==> src/lsu_cfg.svh <==
`ifndef LSU_CFG_SVH
`define LSU_CFG_SVH

// data RAM sizing and timing

// number of 32-bit words in the data RAM
// addresses wrap modulo this depth
`define LSU_RAM_WORDS 256

// cycles from the first cycle a request is seen to its done pulse
// must be 1 or more
`define LSU_RAM_WAIT 2

`endif

==> src/pipe_pkg.sv <==
`default_nettype none

package pipe_pkg;

    // architectural register index
    localparam int REG_IDX_W = 5;

    localparam int NUM_REGS = 1 << REG_IDX_W;

    // result width carried on the forwarding path
    localparam int VALUE_W = 32;

    // bypass record, from the top: value, register index, write enable
    localparam int BYPASS_W = VALUE_W + REG_IDX_W + 1;

endpackage

`default_nettype wire

==> src/wb_stage.sv <==
`timescale 1ns/10ps
`default_nettype none

module wb_stage (
    input  wire logic                           clk,
    input  wire logic                           arst_n,
    input  wire logic                           out_valid,
    input  wire logic [31:0]                    out_pc,
    input  wire logic [pipe_pkg::REG_IDX_W-1:0] out_wreg_idx,
    input  wire logic                           out_wreg_en,
    input  wire logic [31:0]                    out_value,
    output      logic                           ret_valid,
    output      logic [31:0]                    ret_pc,
    output      logic [pipe_pkg::REG_IDX_W-1:0] ret_wreg_idx,
    output      logic                           ret_wreg_en,
    output      logic [31:0]                    ret_value,
    input  wire logic [pipe_pkg::REG_IDX_W-1:0] rf_ridx,
    output      logic [31:0]                    rf_rdata
);

    logic [31:0] rf [pipe_pkg::NUM_REGS];
    logic        rf_we;

    // register 0 is never written
    assign rf_we = out_valid & out_wreg_en & (out_wreg_idx != '0);

    always_ff @(posedge clk or negedge arst_n) begin
        if (!arst_n) begin
            ret_valid <= 1'b0;
            for (int i = 0; i < pipe_pkg::NUM_REGS; i++) begin
                rf[i] <= '0;
            end
        end else begin
            ret_valid <= out_valid;
            if (rf_we) begin
                rf[out_wreg_idx] <= out_value;
            end
        end
    end

    // retire report
    always_ff @(posedge clk) begin
        if (out_valid) begin
            ret_pc       <= out_pc;
            ret_wreg_idx <= out_wreg_idx;
            ret_wreg_en  <= out_wreg_en;
            ret_value    <= out_value;
        end
    end

    assign rf_rdata = (rf_ridx == '0) ? 32'h0 : rf[rf_ridx];

endmodule

`default_nettype wire

==> config.mk <==
export PLATFORM = sky130hd
export DESIGN_NAME = wb_stage
export DESIGN_NICKNAME = d
export VERILOG_FILES = /design/src/lsu_cfg.svh /design/src/pipe_pkg.sv /design/src/wb_stage.sv
export SDC_FILE = /design/constraint.sdc
export NUM_CORES = 1
export LEC_CHECK = 0
export BUFFER_PORTS_ARGS = -buffer_cell sky130_fd_sc_hd__buf_4
export CAP_MARGIN = 20
export CORE_AREA = 4 4 334 336
export CTS_CLUSTER_SIZE = 20
export DETAILED_ROUTE_END_ITERATION = 8
export DIE_AREA = 0 0 338 340
export HOLD_SLACK_MARGIN = 0.02
export MAX_ROUTING_LAYER = met4
export PLACE_DENSITY_LB_ADDON = 0.15
export RECOVER_POWER = 100
export SLEW_MARGIN = 15
export SYNTH_ARGS = -nofsm -noshare
export SYNTH_HDL_FRONTEND = slang
export SYNTH_SLANG_ARGS = --single-unit
==> constraint.sdc <==
create_clock -name clk -period 4.35 [get_ports clk]
set_input_delay 0.87 -clock clk [delete_from_list [all_inputs] [get_ports clk]]
set_output_delay 0.87 -clock clk [all_outputs]
set_load 0.02 [all_outputs]
; Yosys cells after proc, flatten, opt, wreduce, memory -nomap -nowiden
; Cells that the tools add are included.
[totals]
elab_cells = 54
ff_bits = 1095
[classes]
order_cmp = 3
n_mux = 7
bitwise = 4
n_reduce_logical = 3
[ops]
columns = cell, count
row1 = bitwise mux 1024 bit, 1
row2 = binary-select mux 32 bit (select 5 bit), 1
row3 = demux 32 bit (select 5 bit), 1
row4 = two-way mux 32 bit, 4
row5 = "greater-or-equal comparator 6 bit, second input constant", 2
row6 = inverter 5 -> 6 bit, 2
row7 = "< comparator 6 x 1 -> 1 bit, second input constant", 1
row8 = logical NOT 5 bit, 1
row9 = nonzero test 5 bit, 1
row10 = AND 1 bit, 2
row11 = logical AND 1 bit, 1

; Longest topological paths before layout
[logic_depth]
depth_word = 6
depth_mapped = 7

; Worst setup path before layout
; OpenSTA, ideal clock, no wires.
[synth_path]
path_kind = input port to output port
startpoint = input port rf_ridx[0] (netlist bit)
endpoint = output port rf_rdata[20]
required_ns = 3.480
arrival_time_ns = 2.626
setup_slack_ns = 0.854
cell_stages = 7
path_cell_list = clkbuf_1 buf_2 nor2_1 clkbuf_1 a221oi_1 o21ai_0 a311oi_1
[synth_between]
elab_chain_len = 5
elab_cells_between_ends = 6
cone_classes = mux: 4 / bitwise: 1 / reduce/logical: 1
[synth_rtl]
columns = item, line_no
row1 = "start, declared", wb_stage.sv:17  ; input wire logic [pipe_pkg::REG_IDX_W-1:0] rf_ridx,
row2 = inverter 5 -> 6 bit (not written as such), wb_stage.sv:51  ; assign rf_rdata = (rf_ridx == '0) ? 32'h0 : rf[rf_ridx];
row3 = binary-select mux 32 bit (select 5 bit), wb_stage.sv:51
row4 = two-way mux 32 bit (not written as such) (2 in series), wb_stage.sv:51
row5 = two-way mux 32 bit (*), wb_stage.sv:51
row6 = "end, declared", wb_stage.sv:18  ; output logic [31:0] rf_rdata
; Mark *: on every way between the ends. The rest lies on a longest branch, timed or not. The select of a mux whose other input is x is not followed.

; Worst setup path after layout
[layout_path]
startpoint = input port out_wreg_en
endpoint = register rf[946] (netlist bit)
[layout_between]
elab_chain_len = 2
[layout_rtl]
columns = item, line_no
row1 = "start, declared", wb_stage.sv:10  ; input wire logic out_wreg_en,
row2 = AND 1 bit (2 in series), wb_stage.sv:25  ; assign rf_we = out_valid & out_wreg_en & (out_wreg_idx != '0);
row3 = "end signal, assigned by index", wb_stage.sv:36  ; rf[out_wreg_idx] <= out_value;
row4 = "end, declared", wb_stage.sv:21  ; logic [31:0] rf [pipe_pkg::NUM_REGS];
; Every way passes these cells.
; A chain may end at the register's enable or synchronous reset.

==> impl_metrics.yaml <==
route:
  postRouteAntennaNets: 0
  avgViaCountPerCell: 6.012
  wire_per_inst_um: 30.35
  wirelength_um: 141200
  drtIter0Drc: 2015
  drcViolationCount: 0
  vias: 27978
  firstDrtPassIters: 5
flow_run:
  drv_cap: 46
clock_tree:
  cts_tree: "yes"
  clk_pin_slew_ns: 0.06
  clockBufferDepth: 3
  h-tree-depth: 3
  root_buffer: "clkbuf_16"
  clk_latency_ns: 0.70
  cts_setup_buffers: 0
  numCtsBuffers: 118
  post_cts_resized: 0
  hold_buffers: 0
  cts.sinks: 1095
sta:
  finalSetupTns_ns: -0.002421
  slew_headroom: -1.167
  timing.final.ws_setup_ns: -0.002421
  finalCriticalPeriod_ns: 4.352
  setup_viol: 1
  rsz0062_at_grt: "no"
  slew_viol_final: 1114
  worst_pin_slew_ns: 3.250
  hold_viol_final: 0
  min_period_over_period: 1.001
  fmax_ghz: 0.2298
  skew_ns: 0
floorplanning:
  core_um2: 108600
  ios: 181
  fp.dieW_um: 338
  dieArea_um2: 114900
  die_y_um: 340
  row_count: 121
  initial_core_util: 0.4475
synth:
  synth_edf_count: 70
  synthFlopType: "dfrtp_1"
  synth_most_common_cell: "dfrtp_1"
  yosys_warnings: 0
  ys_types: 37
  ys_ff_latch: 1095
  synth_async_sr_flop_share: 0.9361
  synthTopCellsByCount: "dfrtp_1 (1025), mux2_2 (947), mux4_2 (224)"
  yosys.area.top_type: "dfrtp_1"
  synth_cells: 3030
  yosysSeqAreaShare: 0.5713
  syn_area_um2: 48580
  synth_top_area_share: 0.5280
  syn_area_per_cell_um2: 16.03
  yosys-top-cells-area: "dfrtp_1 (53%), mux2_2 (22%), mux4_2 (10%)"
  syn_nets: 3108
setup_path:
  end_kind: "register"
  crit_fanout: 9
  critPathKind: "in -> reg"
  rrSetupSlack_ns: 3.52
  crit_path_start: "out_wreg_en"
  arrival_ns: 4.93
  timing.rr.start: "rf[750]$_DFFE_PN0P_"
  start_kind: "primary input"
  required_ns: 4.93
place:
  port_buffers: 180
  dp_hpwl_um: 84640
  place_ws_ns: 0.2348
  place.gp.congestion: 0.7891
power:
  combinationalPowerShare: 0.122
  powerDensity_nw_per_um2: 466.9
  p_int_w: 0.01938
  worst_ir_drop_vdd_mv: 0.3421
  pwr-share-clk: 0.401
  p_seq_frac: 0.476
  switchingPower_w: 0.006241
  switching_share: 0.2436
  leakage_nw: 24.81
layout:
  drive_gt1_frac: 0.4782
  syn_to_final_growth_pct: 12.99
  nNetsFinal: 3222
status:
  outcome: "complete, but fails checks"
  failed_checks: "capacitance limit, slew limit, setup timing"
grt:
  grtUsageTotal: 0.2562
  grt_pass1_wl_um: 210300
  grt_max_degree: 100
  gr-total-overflow: 0
  grt_pass1_vias: 30626
  antenna_found_initial: 8
worst_hold_path:
  min_path_type: "in -> reg"
  hp-start: "out_pc[24]"
==> cell usage in the layout, fill, tap and decap left out, drive strengths merged, types with 8 or more instances in the layout <==
| cell | n |
|---|---|
| o21ai | 56 |
| edfxtp | 70 |
| nor2 | 26 |
| mux4 | 224 |
| nand2 | 20 |
| clkbuf | 394 |
| bufinv | 8 |
| clkinv | 34 |
| mux2 | 1024 |
| a311oi | 32 |
| dfrtp | 1025 |
| nor2b | 35 |
| a22oi | 32 |
| o2111ai | 8 |
| mux2i | 64 |
| buf | 99 |
| a221oi | 24 |
| a211oi | 32 |
==> per-layer routing <==
metal  wire [um]  share of wire  vias up  track usage
met5           0              0        -            -
met4        3695          0.026        0      0.06838
met3        7424          0.053      213      0.03399
met2       67730           0.48      795       0.3999
met1       62380           0.44    15479       0.3574
li1            -              -    11491            -
==> metrics by stage <==
stage          std cells  instance area (um2)  hold slack (ns)  utilization  power (W)
2_1_floorplan       3030                48580           0.4246            -    0.01441
3_3_place_gp        4438                52130           0.3604       0.4802    0.01546
5_1_grt             4653                54890           0.3368       0.5056    0.02669
3_5_place_dp        4438                52130           0.3635       0.4802    0.01568
4_1_cts             4653                56130           0.2856       0.5171    0.02603
6_report            4654                54890           0.3672       0.5056    0.02562
==> sequential cells by signal (all words and copies together) (netlist names) <==
name	flops
ret_valid	1
ret_pc	32
rf	1024
ret_wreg_idx	5
ret_wreg_en	1
ret_value	32
==> layout make-up <==
type	count	area, um2
fillers	8940	53660
multi-input cells	1605	19250
flip-flops and latches	1095	27750
clock buffers	170	3558
clock inverters	45	442.9
repair buffers	323	2112
well taps	1414	1769
inverters	1	5.005
diodes	1	2.502
==> path summary, 6_finish.rpt <==
kind | endpoint | cells past startpoint
min in group asynchronous | rf[691]$_DFFE_PN0P_ | 1
worst min-delay path | ret_pc[24]$_DFFE_PP_ | 1
worst min register to register | rf[1001]$_DFFE_PN0P_ | 0
worst max register to register | rf[750]$_DFFE_PN0P_ | 1
worst max-delay path | rf[946]$_DFFE_PN0P_ | 6
max in group asynchronous | rf[834]$_DFFE_PN0P_ | 2
==> cell families (layout without fill, tap and decap cells) <==
group	Yosys count	after routing	share of synthesized area
other cells	0	1	0
buf+inv	330	539	0.03006
flops	1095	1095	0.5713
simple gates	109	109	0.01239
compound gates	184	184	0.02720
mux	1312	1312	0.3591
==> critical path, stage by stage <==
cell	delay [ns]
clkbuf_1	0.41
nand2_1	0.35
or3_1	0.51
nor3_1	1.74
clkbuf_2	0.62
mux2_2	0.40
==> power groups by stage <==
stage	clock network, W	logic [W]	registers, W
global placement	0	0.00320	0.0123
detailed placement	0	0.00331	0.0124
global route	0.0110	0.00340	0.0123
floorplan	0	0.00221	0.0122
CTS	0.0105	0.00332	0.0122
finish	0.0103	0.00314	0.0122
(Power assumes the default switching activity.)
