===== src/lsu_cfg.svh =====
`ifndef LSU_CFG_SVH
`define LSU_CFG_SVH

// data RAM sizing and timing

// number of 32-bit words in the data RAM
// addresses wrap modulo this depth
`define LSU_RAM_WORDS 256

// cycles from the first cycle a request is seen to its done pulse
// must be 1 or more
`define LSU_RAM_WAIT 2

`endif


===== src/mem_op_pkg.sv =====
`default_nettype none

package mem_op_pkg;

    // byte lane select bits of an address
    localparam int LANE_W = 2;

    // one write-mask bit per byte lane
    localparam int STRB_W = 1 << LANE_W;

    localparam int SIZE_W = 2;

    typedef enum logic [SIZE_W-1:0] {
        SIZE_BYTE = 2'd0,
        SIZE_HALF = 2'd1,
        SIZE_WORD = 2'd2
    } mem_size_e;

    // memory operation carried with each instruction, 5 bits
    typedef struct packed {
        logic      is_mem;
        logic      is_store;
        logic      is_unsigned;
        mem_size_e size;
    } mem_op_t;

endpackage

`default_nettype wire


===== src/pipe_pkg.sv =====
`default_nettype none

package pipe_pkg;

    // architectural register index
    localparam int REG_IDX_W = 5;

    localparam int NUM_REGS = 1 << REG_IDX_W;

    // result width carried on the forwarding path
    localparam int VALUE_W = 32;

    // bypass record, from the top: value, register index, write enable
    localparam int BYPASS_W = VALUE_W + REG_IDX_W + 1;

endpackage

`default_nettype wire


===== src/mem_stage.sv =====
`timescale 1ns/10ps
`default_nettype none

module mem_stage (
    input  wire logic                              clk,
    input  wire logic                              arst_n,
    input  wire logic                              in_valid,
    output      logic                              in_ready,
    input  wire mem_op_pkg::mem_op_t               in_op,
    input  wire logic [31:0]                       in_addr,
    input  wire logic [31:0]                       in_sdata,
    input  wire logic [pipe_pkg::REG_IDX_W-1:0]    in_wreg_idx,
    input  wire logic                              in_wreg_en,
    input  wire logic [31:0]                       in_pc,
    output      logic                              ram_en,
    output      logic                              ram_we,
    output      logic [31:0]                       ram_addr,
    output      logic [mem_op_pkg::STRB_W-1:0]     ram_wmask,
    output      logic [31:0]                       ram_wdata,
    input  wire logic [31:0]                       ram_rdata,
    input  wire logic                              ram_rvalid,
    input  wire logic                              ram_wdone,
    output      logic [pipe_pkg::BYPASS_W-1:0]     bypass,
    output      logic                              out_valid,
    output      logic [31:0]                       out_pc,
    output      logic [pipe_pkg::REG_IDX_W-1:0]    out_wreg_idx,
    output      logic                              out_wreg_en,
    output      logic [31:0]                       out_value
);

    logic [mem_op_pkg::LANE_W-1:0] lane;
    logic [7:0]                    byte_lane;
    logic [15:0]                   half_lane;
    logic [31:0]                   load_val;
    logic [31:0]                   mem_result;
    logic                          is_load;
    logic                          wreg_en_eff;
    logic                          ram_done;
    logic                          fire;

    assign lane    = in_addr[mem_op_pkg::LANE_W-1:0];
    assign is_load = in_op.is_mem & ~in_op.is_store;

    // stores never write the register file
    assign wreg_en_eff = in_wreg_en & ~(in_op.is_mem & in_op.is_store);

    // store alignment into the addressed lane
    always_comb begin
        case (in_op.size)
            mem_op_pkg::SIZE_BYTE: begin
                ram_wdata = {24'h0, in_sdata[7:0]} << {lane, 3'b000};
                ram_wmask = mem_op_pkg::STRB_W'(1) << lane;
            end
            mem_op_pkg::SIZE_HALF: begin
                ram_wdata = lane[1] ? {in_sdata[15:0], 16'h0} : {16'h0, in_sdata[15:0]};
                ram_wmask = lane[1] ? 4'b1100 : 4'b0011;
            end
            default: begin
                ram_wdata = in_sdata;
                ram_wmask = '1;
            end
        endcase
    end

    // load lane select and extension
    always_comb begin
        byte_lane = ram_rdata[{lane, 3'b000} +: 8];
        half_lane = lane[1] ? ram_rdata[31:16] : ram_rdata[15:0];
        case (in_op.size)
            mem_op_pkg::SIZE_BYTE:
                load_val = in_op.is_unsigned ? {24'h0, byte_lane}
                                             : {{24{byte_lane[7]}}, byte_lane};
            mem_op_pkg::SIZE_HALF:
                load_val = in_op.is_unsigned ? {16'h0, half_lane}
                                             : {{16{half_lane[15]}}, half_lane};
            default:
                load_val = ram_rdata;
        endcase
    end

    // non-memory ops and stores carry the address value
    assign mem_result = is_load ? load_val : in_addr;

    assign ram_en   = in_valid & in_op.is_mem;
    assign ram_we   = in_op.is_store;
    assign ram_addr = in_addr;

    // hold the upstream until the RAM reports completion
    assign ram_done = ram_we ? ram_wdone : ram_rvalid;
    assign in_ready = ~ram_en | ram_done;
    assign fire     = in_valid & in_ready;

    assign bypass = {mem_result, in_wreg_idx, wreg_en_eff & in_valid};

    always_ff @(posedge clk or negedge arst_n) begin
        if (!arst_n) begin
            out_valid <= 1'b0;
        end else begin
            out_valid <= fire;
        end
    end

    always_ff @(posedge clk) begin
        if (fire) begin
            out_pc       <= in_pc;
            out_wreg_idx <= in_wreg_idx;
            out_wreg_en  <= wreg_en_eff;
            out_value    <= mem_result;
        end
    end

endmodule

`default_nettype wire


===== config.mk =====
export PLATFORM = sky130hd
export DESIGN_NAME = mem_stage
export DESIGN_NICKNAME = d
export VERILOG_FILES = /design/src/lsu_cfg.svh /design/src/mem_op_pkg.sv /design/src/pipe_pkg.sv /design/src/mem_stage.sv
export SDC_FILE = /design/constraint.sdc
export NUM_CORES = 1
export LEC_CHECK = 0
export ABC_AREA = 1
export BUFFER_PORTS_ARGS = -buffer_cell sky130_fd_sc_hd__buf_2
export CAP_MARGIN = 20
export CORE_AREA = 4 4 123 125
export DETAILED_ROUTE_END_ITERATION = 10
export DIE_AREA = 0 0 127 129
export PLACE_DENSITY = 0.74
export SYNTH_ARGS = -nofsm -noshare
export SYNTH_HDL_FRONTEND = slang
export SYNTH_SLANG_ARGS = --single-unit

===== constraint.sdc =====
create_clock -name clk -period 1.3 [get_ports clk]
set_input_delay 0.195 -clock clk [delete_from_list [all_inputs] [get_ports clk]]
set_output_delay 0.195 -clock clk [all_outputs]
set_load 0.005 [all_outputs]

# Yosys cells after proc, flatten, opt, wreduce, memory -nomap -nowiden
# Index checks and enable logic that the tools add are counted.
classes:
  n_shift: 3
  n_lt_le_gt_ge: 0
  bitwise_logic: 10
  n_mul: 0
  n_div: 0
  eq_ne: 1
  n_addsub: 0
  muxes: 10
  reduce_logical: 1
op_table:
  columns: ["cell", "n"]
  rows:
  - ["$mux 32", 4]
  - ["$pmux 32 s2", 2]
  - ["$shiftx 32x6->8", 1]
  - ["$shl 8x5->32", 1]
  - ["$mux 16", 1]
  - ["$pmux 4 s2", 1]
  - ["$and 1x1->1", 6]
  - ["$mux 4", 1]
  - ["$shl 1x2->4 const A", 1]
  - ["$not 1->1", 3]
  - ["$eq 2x1->1 const B", 1]
  - ["$logic_not 2->1", 1]
  - ["$mux 1", 1]
  - ["$or 1x1->1", 1]
word_totals:
  rom_bits: 0
  output_inout_bits: 180
  regBits: 71
  memories: 0
  wordCells: 30
  ramBits: 0
  latchBits: 0

# Depth between registers and ports, before layout
logic_depth:
  ltp_word: 4
  depth_mapped: 10

# Worst setup path after synthesis
# OpenSTA, ideal clock, no wires.
synth_timing:
  path_type: "input to register"
  startpoint: "in in_valid"
  endpoint: "reg out_pc[0] (enable)"
  arrival_time_ns: 1.805
  setup_ns: 0.425
  cell_stages: 5
  t_required_ns: 0.875
  slack_ns: -0.929
  path_cell_list: "nand2_1 -> inv_1 -> nand2_1 -> nand2_1 -> inv_1"
synth_between:
  elab_chain_len: 4
synth_lines:
  columns: ["item", "line_no", "text"]
  rows:
  - ["from (decl)", "mem_stage.sv:7", "input wire logic in_valid,"]
  - ["$and 1x1->1", "mem_stage.sv:84", "assign ram_en = in_valid & in_op.is_mem;"]
  - ["named net ram_en", "mem_stage.sv:15", "output logic ram_en,"]
  - ["$not 1->1", "mem_stage.sv:90", "assign in_ready = ~ram_en | ram_done;"]
  - ["$or 1x1->1", "mem_stage.sv:90", null]
  - ["named net in_ready", "mem_stage.sv:8", "output logic in_ready,"]
  - ["$and 1x1->1", "mem_stage.sv:91", "assign fire = in_valid & in_ready;"]
  - ["named net fire", "mem_stage.sv:39", "logic fire;"]
  - ["to (signal assigned)", "mem_stage.sv:105", "out_pc <= in_pc;"]
  - ["to (decl)", "mem_stage.sv:25", "output logic [31:0] out_pc,"]
# The timed path passes the listed nets, and every way through them passes these cells.
# A chain may end at the register's enable or synchronous reset.

# Final worst setup path
layout_timing:
  startpoint: "in in_op[1] in the netlist's numbering"
  endpoint: "out bypass[15] in the netlist's numbering"
layout_between:
  elab_chain_len: 3
layout_lines:
  columns: ["item", "line_no", "text"]
  rows:
  - ["from (decl)", "mem_stage.sv:9", "input wire mem_op_pkg::mem_op_t in_op,"]
  - ["$eq 2x1->1 or $logic_not 2->1 (tied branches)", "mem_stage.sv:69", "case (in_op.size)"]
  - ["$pmux 32 s2 *", "mem_stage.sv:69", null]
  - ["$mux 32 *", "mem_stage.sv:82", "assign mem_result = is_load ? load_val : in_addr;"]
  - ["to (decl)", "mem_stage.sv:23", "output logic [pipe_pkg::BYPASS_W-1:0] bypass,"]
# Every way passes the cells marked *; elsewhere a longest branch is shown, timed or not.

==> results by group <==
GRT
  – Pin count of the biggest net entering global routing: 58
  – First-pass GRT wire length: 25500 µm
  – Initial antenna violation count: 3
  – GRT Overall Usage: 20.4%
  – Grt total ovfl: 0
  – Vias in the first global route: 4596

Routing
  – DRT iter0 DRCs: 249
  – Via count of the routed design: 4477
  – TritonRoute pass-1 iters: 4
  – Final antenna-violating net count: 0
  – DRC errors left: 0
  – DR WL/cell: 18.4 µm
  – Vias/cell: 4.61
  – DRT Wirelength: 17900 µm

Power and ir drop
  – Leak pwr: 3.46 nW
  – VDD IR-drop max: 551 µV
  – PnR Total Power: 7.15 mW
  – PwrDens: 995 nW/µm²

Setup path
  – CP bufs+invs: 5
  – Critical path origin: in_op[1]
  – Slowest cell on the critical path: a21oi_2
  – Worst Path Max Fanout: 5
  – Critical Path Sink Type: output port
  – CP Data Required Time: 1.11 ns
  – Crit-path max cell delay: 0.15 ns
  – CP delay by family, top: buffers and inverters
  – CP arrival: 1.26 ns
  – Critical-path cell list: buf_12, clkinv_8, nand2_8, buf_6, nand2_8, buf_12, o21ai_4, nor2_2, a21oi_2, buf_2
  – Crit Path Category: in -> out
  – Worst setup SP type: primary input

STA
  – Fin crit share: 112%
  – Max Freq: 0.689 GHz
  – Minimum clock period: 1.45 ns
  – Setup slack after layout: -0.152 ns
  – Final Hold Viols: 0
  – Slew margin rel.: 79.0%
  – RSZ-0062 raised after global routing: yes
  – Hold Slack: 0.0364 ns
  – Setup TNS: -3.93 ns
  – Final Max Tran Viols: 0
  – Worst Tran Pin Value: 0.314 ns
  – Count of final setup violators: 48

Placed design
  – Routability cong.: 0.905
  – Post-Place Setup Slack: -0.309 ns
  – HPWL after DPL: 14000 µm
  – Port buffer count: 323

Floorplan
  – Row Count: 43
  – Die W: 127 µm
  – Ports: 324
  – Die extent in y: 129 µm
  – Initial Util: 29.3%
  – Die ar.: 16400 µm²
  – Core Area: 13900 µm²

Status
  – Status: finished, violations left
  – Violated checks: negative setup slack

Clocking
  – H-tree depth: 3
  – Max Root-Sink Buffers: 2
  – TritonCTS clock tree: built
  – CTS Sinks: 71
  – CTS clk-pin slew, worst paths: 0.06 ns
  – Root Driver: clkbuf_16
  – Num CTS Buffers: 9

Logic synthesis
  – Yosys warns: 0
  – FF+latch count, synth: 71
  – Async S/R FF share, synth: 1.41%
  – Top FF cell, synth: edfxtp_1
  – Syn Nets: 582
  – Sequential share of the synthesized area: 52.3%
  – Cells after Synth: 438
  – Synth unique cells: 35
  – Post-synth EDFFs: 70
  – Syn Std Cell Area: 4070 µm²
  – Mapped Avg Cell Area: 9.29 µm²

Layout
  – Nets: 929
  – Multi-input gate area: 1920 µm²
  – Reg area: 2130 µm²
  – Layout cells sized above 1: 67.0%
  – Fillers: 1301
  – Layout area overhead: 76.8%

Worst hold path
  – Worst min-delay path startpoint: in_pc[17]
  – Worst hold path type: in -> reg

Job
  – Max Cap Violations: 0
## where the power goes
| group | switching [mW] | leakage, nW | internal [mW] |
|---|---|---|---|
| combinational | 1.02 | 2.64 | 0.932 |
| clock | 1.04 | 0.135 | 1.33 |
| sequential | 0.0517 | 0.690 | 2.78 |
| total | 2.11 | 3.46 | 5.04 |
## stage by stage
stage | std cells | area, µm² | util [%]
6_report | 971 | 7190 | 51.8
4_1_cts | 959 | 6770 | 48.8
5_1_grt | 971 | 7190 | 51.8
2_1_floorplan | 438 | 4070 | -
3_5_place_dp | 927 | 5900 | 42.5
3_3_place_gp | 927 | 5900 | 42.5
## cell usage in the layout, fill, tap and decap left out, types with 7 or more instances in the layout
cell / instances
a21oi_1: 11
a21oi_2: 23
a21oi_4: 18
buf_12: 11
buf_2: 313
buf_4: 45
buf_6: 16
clkbuf_16: 9
edfxtp_1: 70
inv_1: 36
nand2_1: 55
nand2_2: 16
nand2_4: 7
nor2_1: 49
nor2_2: 13
o21ai_0: 10
o21ai_1: 9
## path summary, 6_finish.rpt
kind                       depth (start not counted)  slack, ns    endpoint
max in group asynchronous                          2       1.03   out_valid
hold / removal                                     1       0.04  out_pc[17]
setup / recovery                                  10      -0.15  bypass[15]
min in group asynchronous                          2       0.18   out_valid
## repair_timing
| action | 4_1_cts | 5_1_grt |
|---|---|---|
| hold endpoints to repair | 1 | 0 |
| gates cloned | 3 | 1 |
| pin swaps | 22 | 27 |
| gates resized for setup | 101 | 84 |
| setup buffers | 12 | 11 |
| endpoints found under the setup margin | 65 | 65 |
| hold buffers | 1 | 0 |
## registers in the layout (all words and copies together), names as in the netlist
name	count
out_pc	32
out_valid	1
out_value	32
out_wreg_en	1
out_wreg_idx	5
## Yosys cell counts, types with 3 or more instances
| cell type | instances | area [µm²] |
|---|---|---|
| buf_6 | 5 | 56.3 |
| o221ai_1 | 8 | 70.1 |
| clkbuf_1 | 4 | 15.0 |
| o21ai_0 | 18 | 90.1 |
| o211ai_1 | 5 | 37.5 |
| edfxtp_1 | 70 | 2100 |
| nand2_2 | 3 | 18.8 |
| nand2_4 | 4 | 45.0 |
| nand3_1 | 6 | 30.0 |
| nand2_1 | 75 | 282 |
| a21oi_1 | 42 | 210 |
| a21oi_2 | 9 | 78.8 |
| nor2_2 | 4 | 25.0 |
| o22ai_1 | 8 | 50.1 |
| inv_1 | 43 | 161 |
| buf_2 | 7 | 35.0 |
| nor2_1 | 63 | 236 |
| o21ai_1 | 6 | 30.0 |
| buf_4 | 38 | 285 |
## area by class of cell
type | instances | share of cell area [%]
inverter | 48 | 3.11
timing repair buffer | 391 | 33.4
clock buffer | 9 | 3.13
sequential | 71 | 29.6
tap | 180 | 3.13
antenna | 1 | 0.0348
clock inverter | 7 | 0.852
multi-input combinational | 264 | 26.8
## logic make-up (layout without fill, tap and decap cells)
logic type	Yosys count	in the layout	share of synthesized area [%]
compound gates	99	99	14.7
buf+inv	105	455	15.2
flops	71	71	52.3
mux	1	1	0.246
other cells	0	1	0
simple gates	162	164	17.6
## per-layer routing
metal	GRT usage, %	wire [µm]	vias up
li1	-	-	2135
met1	22.9	6670	2085
met2	37.1	9340	226
met3	6.39	1480	27
met4	6.12	367	4
met5	0	20	-
Power figures use the tool's default switching activity.
